[config.mk]
export PLATFORM = sky130hd
export DESIGN_NAME = act_dispatch
export DESIGN_NICKNAME = d
export VERILOG_FILES = /design/src/verilog/ts3d_pkg.sv /design/src/verilog/act_dispatch.sv
export VERILOG_INCLUDE_DIRS = /design/src /design/src/verilog
export SDC_FILE = /design/constraint.sdc
export NUM_CORES = 1
export LEC_CHECK = 0
export CAP_MARGIN = 30
export CORE_MARGIN = 4
export CORE_UTILIZATION = 39
export CTS_CLUSTER_SIZE = 16
export DETAILED_ROUTE_END_ITERATION = 6
export DONT_BUFFER_PORTS = 1
export PLACE_DENSITY = 0.58
export SYNTH_ARGS = -nofsm -noshare
export SYNTH_HDL_FRONTEND = slang
export SYNTH_SLANG_ARGS = --single-unit
[constraint.sdc]
create_clock -name clk -period 2.75 [get_ports clk]
set_input_delay 0.1375 -clock clk [delete_from_list [all_inputs] [get_ports clk]]
set_output_delay 0.1375 -clock clk [all_outputs]
set_load 0.01 [all_outputs]
[src/verilog/ts3d_settings.svh]
// width and depth macros for the activation feed path
`ifndef TS3D_SETTINGS_SVH
`define TS3D_SETTINGS_SVH

// ============================================================
// data widths
// ============================================================

// one global buffer port word
`define TS3D_PORT_WIDTH 64

// one activation value
`define TS3D_DATA_WIDTH 8

// activations per block, also the flag vector width
`define TS3D_BLOCK_DEPTH 16

// slices of each kind packed in one port word
`define TS3D_ACTS_PER_WORD (`TS3D_PORT_WIDTH / `TS3D_DATA_WIDTH)
`define TS3D_FLGS_PER_WORD (`TS3D_PORT_WIDTH / `TS3D_BLOCK_DEPTH)

// ============================================================
// global buffer geometry
// ============================================================

`define TS3D_GBF_ADDR_WIDTH 8
`define TS3D_GBF_DEPTH (1 << `TS3D_GBF_ADDR_WIDTH)

// occupancy has to reach the full depth, hence one extra bit
`define TS3D_GBF_CNT_WIDTH 9

`endif
[src/verilog/ts3d_pkg.sv]
// buffer word union, buffer write struct and dispatched block struct
`include "ts3d_settings.svh"

package ts3d_pkg;

    // ============================================================
    // buffer word
    // ============================================================

    // one port word, read either as activation bytes or as flag vectors
    // element 0 sits at the low end in both views
    typedef union packed {
        logic [`TS3D_ACTS_PER_WORD-1:0][`TS3D_DATA_WIDTH-1:0]  act;
        logic [`TS3D_FLGS_PER_WORD-1:0][`TS3D_BLOCK_DEPTH-1:0] flg;
    } gbf_word_t;

    // ============================================================
    // port structs
    // ============================================================

    // one write into a global buffer
    typedef struct packed {
        logic                            en;
        logic [`TS3D_GBF_ADDR_WIDTH-1:0] addr;
        gbf_word_t                       data;
    } gbf_wr_t;

    // one dense activation block
    // flags mark the positions that came from the buffer
    typedef struct packed {
        logic [`TS3D_BLOCK_DEPTH-1:0]                        flags;
        logic [`TS3D_BLOCK_DEPTH-1:0][`TS3D_DATA_WIDTH-1:0]  acts;
    } act_block_t;

endpackage

[src/verilog/act_dispatch.sv]
// scatters nonzero activations into a dense block by flags
`timescale 1ns/1ns
`include "ts3d_settings.svh"

module act_dispatch
    import ts3d_pkg::*;
(
    input  logic                         clk,
    input  logic                         rst_n,
    input  logic                         fetch,
    input  logic                         flg_rdy,
    input  logic [`TS3D_BLOCK_DEPTH-1:0] flg_slice,
    output logic                         flg_take,
    input  logic                         act_rdy_in,
    input  logic [`TS3D_DATA_WIDTH-1:0]  act_slice,
    output logic                         act_take,
    output logic                         act_rdy,
    output act_block_t                   block
);

    localparam int POS_WIDTH = $clog2(`TS3D_BLOCK_DEPTH);

    // FSM encoding
    localparam logic [1:0] ST_IDLE = 2'd0;
    localparam logic [1:0] ST_FLG  = 2'd1;
    localparam logic [1:0] ST_FILL = 2'd2;
    localparam logic [1:0] ST_DONE = 2'd3;

    logic [1:0]                   state_q;
    logic [`TS3D_BLOCK_DEPTH-1:0] pend_q;
    logic [`TS3D_BLOCK_DEPTH-1:0] pend_rest;
    logic [POS_WIDTH-1:0]         pos;
    logic                         start;
    act_block_t                   block_q;

    // ============================================================
    // scatter position
    // ============================================================

    // lowest flag bit still waiting for its activation
    always_comb begin
        pos = '0;
        for (int i = `TS3D_BLOCK_DEPTH - 1; i >= 0; i--) begin
            if (pend_q[i]) begin
                pos = POS_WIDTH'(i);
            end
        end
    end

    // pending bits once the lowest one is served
    assign pend_rest = pend_q & (pend_q - 1'b1);

    // a new block starts only from idle or after the last one was released
    assign start = fetch && ((state_q == ST_IDLE) || (state_q == ST_DONE));

    assign flg_take = (state_q == ST_FLG) && flg_rdy;
    assign act_take = (state_q == ST_FILL) && act_rdy_in;

    // ============================================================
    // FSM
    // ============================================================

    always_ff @(posedge clk or negedge rst_n) begin
        if (!rst_n) begin
            state_q <= ST_IDLE;
            pend_q  <= '0;
        end else begin
            case (state_q)
                ST_IDLE, ST_DONE: begin
                    if (start) begin
                        state_q <= ST_FLG;
                    end
                end
                ST_FLG: begin
                    if (flg_take) begin
                        pend_q <= flg_slice;
                        // empty vector needs no activation at all
                        state_q <= (flg_slice == '0) ? ST_DONE : ST_FILL;
                    end
                end
                ST_FILL: begin
                    if (act_take) begin
                        pend_q <= pend_rest;
                        if (pend_rest == '0) begin
                            state_q <= ST_DONE;
                        end
                    end
                end
                default: begin
                    state_q <= ST_IDLE;
                end
            endcase
        end
    end

    // ============================================================
    // block register
    // ============================================================

    // unflagged positions keep the zero written at start
    always_ff @(posedge clk) begin
        if (start) begin
            block_q <= '0;
        end else if (flg_take) begin
            block_q.flags <= flg_slice;
        end else if (act_take) begin
            block_q.acts[pos] <= act_slice;
        end
    end

    assign block   = block_q;
    assign act_rdy = (state_q == ST_DONE);

endmodule

==> impl_results.md <==
- Core box area: 16700 um^2
- Pint: 5190 uW
- Number of global-route vias before repair: 5701
- Critical Path Start Type: flop
- Warnings, synthesis: 0
- EDFF count, synth: 0
- Adder-cell share of the synthesized area: 0.560%
- #FFs+latches synth: 162
- PnR Total Power: 8920 uW
- Pre-Repair DR Iteration Count: 5
- Number of remaining DRC errors: 0
- Register share of total power: 38.4%
- Cells on worst reg2reg path: 5
- Syn Nets: 786
- Via-to-Cell Ratio: 5.70
- Via count: 5715
- Comb pwr share: 35.9%
- Worst setup path startpoint: pend_q[7]$_DFFE_PN0P_
- Final setup viols: 0
- Largest net degree at the start of global routing: 72
- Sinks on Clock Net: 162
- Min Tclk post-route: 2.51 ns
- Reg2Reg Capture Point: state_q[1]$_DFFE_PN0P_
- CP max FO: 8
- Synth-to-layout area growth: 16.7%
- FFs w/ async S/R, synth: 11.1%
- WL/cell: 20.6 um
- Gate Count Post-Synth: 754
- Post-CTS Setup Inserts: 0
- Initial antenna violation count: 0
- Critical path endpoint category: flop
- DP HPWL: 14.0 mm
- Drt total wl: 20.7 mm
- Setup TNS: 0 ns
- Slew @ Worst Pin: 0.879 ns
- Rel. slew slack: 41.2%
- CTS tree: built
- RSZ-0062 raised after global routing: false
- Synth Area in Compound Gates: 16.8%
- Total Die Area: 19400 um^2
- Synthesized cell area: 6710 um^2
- Required time of the critical path: 3.05 ns
- Clock group share of total power: 25.7%
- Sequential area share after synthesis: 49.7%
- Clock skew: 0.00708 ns
- Grt ovf: 0
- Diodes inserted: 0
- Leakage: 0.00326 uW
- CP arrival: 2.81 ns
- CTS HTree Levels: 4
- Util after Layout: 46.9%
- Hold Path Depth: 4
- IO Pins: 176
- CP Class: flop to flop
- FP Rows: 47
- Worst-path clk slew: 0.06 ns
- Initial Util: 40.2%
- Clock buffer depth: 2
- Xor/xnor share of the synthesized area: 0%
- CTS root buf: clkbuf_16
- R2R setup slack: 0.24 ns
- Final Max Tran Viols: 0
- Avg Cell Area, Syn: 8.90 um^2
- Initial drt markers: 484
- Pwr per Cell Area: 1140 nW/um^2
- Die Y: 139 um
- Status: complete, no violations
- Area share of and/or/nand/nor cells after synthesis: 18.1%
- Hold Vio Cnt, Final: 0
- Final Wtd Congestion: 0.926
- Ys flop type: dfxtp_1
- First-pass GRT wire length: 32.4 mm
- Worst Hold Class: input pin to flop
- P_sw: 3740 uW
- Clk Latency, worst-skew pair: 0.42 ns
- Post-synthesis mux area share: 10.7%
- Tcrit/Tclk final: 91.2%
- Critical Path End: state_q[1]$_DFFE_PN0P_
- Largest family of logic cells by synthesized area: simple AND/OR/NAND/NOR gates
- Nets@finish: 801
- Max Cap Viol: 0
- Remaining antenna violation count after routing: 0
- FMAX: 399 MHz
- Tot GR Track Use: 20.9%
- Switching share of power: 41.9%
- Layout cells sized above 1: 10.1%
- Port bufs: 0
- CTS Buf Count: 17
- Peak VDD IR: 0.000514 V
- Die W: 139 um
- FF-to-FF Start: pend_q[7]$_DFFE_PN0P_
- Yosys cell types: 61
==> registers in the layout, summed over array words and instances (netlist names) <==
register,count
block,144
pend_q,16
state_q,2
==> worst max-delay path, stage by stage, from the launching register on <==
cell and delay, ns:
dfrtp_1 0.45, or4_1 0.68, or3_1 0.48, a2111oi_2 0.45, and4bb_1 0.26, o21ai_1 0.07
==> metal layers <==
layer	share of wire (%)	vias to the layer above	wire length [um]	GRT usage (%)
met2	48	259	9840	33.9
met5	0	-	0	0
met3	11	46	2200	9.07
li1	-	2685	-	-
met1	39	2725	8150	25.0
met4	2.3	0	481	7.00
==> cell usage in the layout, fill, tap and decap left out, types with 13 or more instances in the layout <==
cell,count
a22o_1,13
nand2_1,139
nand3_1,58
buf_4,24
mux2i_1,72
dlygate4sd3_1,26
a21oi_1,80
o21ai_0,68
dfrtp_1,18
clkbuf_16,17
nor2_1,13
dfxtp_1,144
==> Yosys cell counts, drive strengths merged (2+ instances only) <==
master	count	area share (%)
a2111oi	2	0.35
a211o	2	0.26
a21o	4	0.45
a21oi	80	6.0
a22o	13	1.7
and2	2	0.19
buf	15	1.1
clkbuf	42	2.4
dfrtp	18	6.7
dfxtp	144	43
ha	3	0.56
inv	10	0.56
mux2i	72	11
nand2	143	8.1
nand2b	3	0.28
nand3	61	4.8
nor2	15	0.91
nor2b	2	0.19
nor3	8	0.93
nor4	4	0.47
o21ai	70	5.3
o31ai	5	0.56
or2	2	0.19
or3	4	0.37
or4	6	0.78
==> repair_timing <==
action,in CTS,in global routing
resized for setup,0,0
hold buffers,26,0
endpoints found under the hold margin,108,0
==> metrics by stage <==
stage               area (um^2)  std cells  worst slack, ns  hold slack (ns)
floorplan                  6710        754            0.374           -0.158
global placement           6990        943            0.289           -0.157
detailed placement         7000        944            0.301           -0.157
CTS                        7830       1002            0.277          0.00979
global route               7830       1002            0.114           0.0401
finish                     7830       1002            0.241           0.0199
==> power groups by stage <==
stage | Clock [uW] | Combinational [uW] | Sequential [uW]
after floorplan | 0 | 2280 | 3290
after global placement | 0 | 2980 | 3450
after detailed placement | 0 | 3110 | 3470
after CTS | 2320 | 3200 | 3420
after global routing | 2420 | 3570 | 3480
final | 2300 | 3200 | 3430
==> how the worst min path moves through the flow <==
stage	startpoint	to	slack (ns)
finish	flg_slice[6]	state_q[0]$_DFFE_PN0P_	0.02
floorplan	rst_n	pend_q[0]$_DFFE_PN0P_	-0.16
global placement	rst_n	pend_q[10]$_DFFE_PN0P_	-0.16
global route	flg_slice[6]	state_q[0]$_DFFE_PN0P_	0.04
CTS	flg_slice[6]	state_q[0]$_DFFE_PN0P_	0.01
detailed placement	rst_n	pend_q[13]$_DFFE_PN0P_	-0.16
==> layout make-up <==
type / count / area [um^2]
clock buffer: 19 / 443
clock inverter: 13 / 126
fill: 1615 / 8870
inverter: 11 / 41.3
multi-input combinational: 524 / 3120
sequential: 162 / 3330
tap: 220 / 275
timing repair buffer: 53 / 492
==> cell families after synthesis <==
| family | count (synthesis) |
|---|---|
| simple gates | 257 |
| compound gates | 192 |
| flops | 162 |
| mux | 72 |
| fa+ha+maj | 3 |
| buf+inv | 68 |
(Power assumes the default switching activity.)
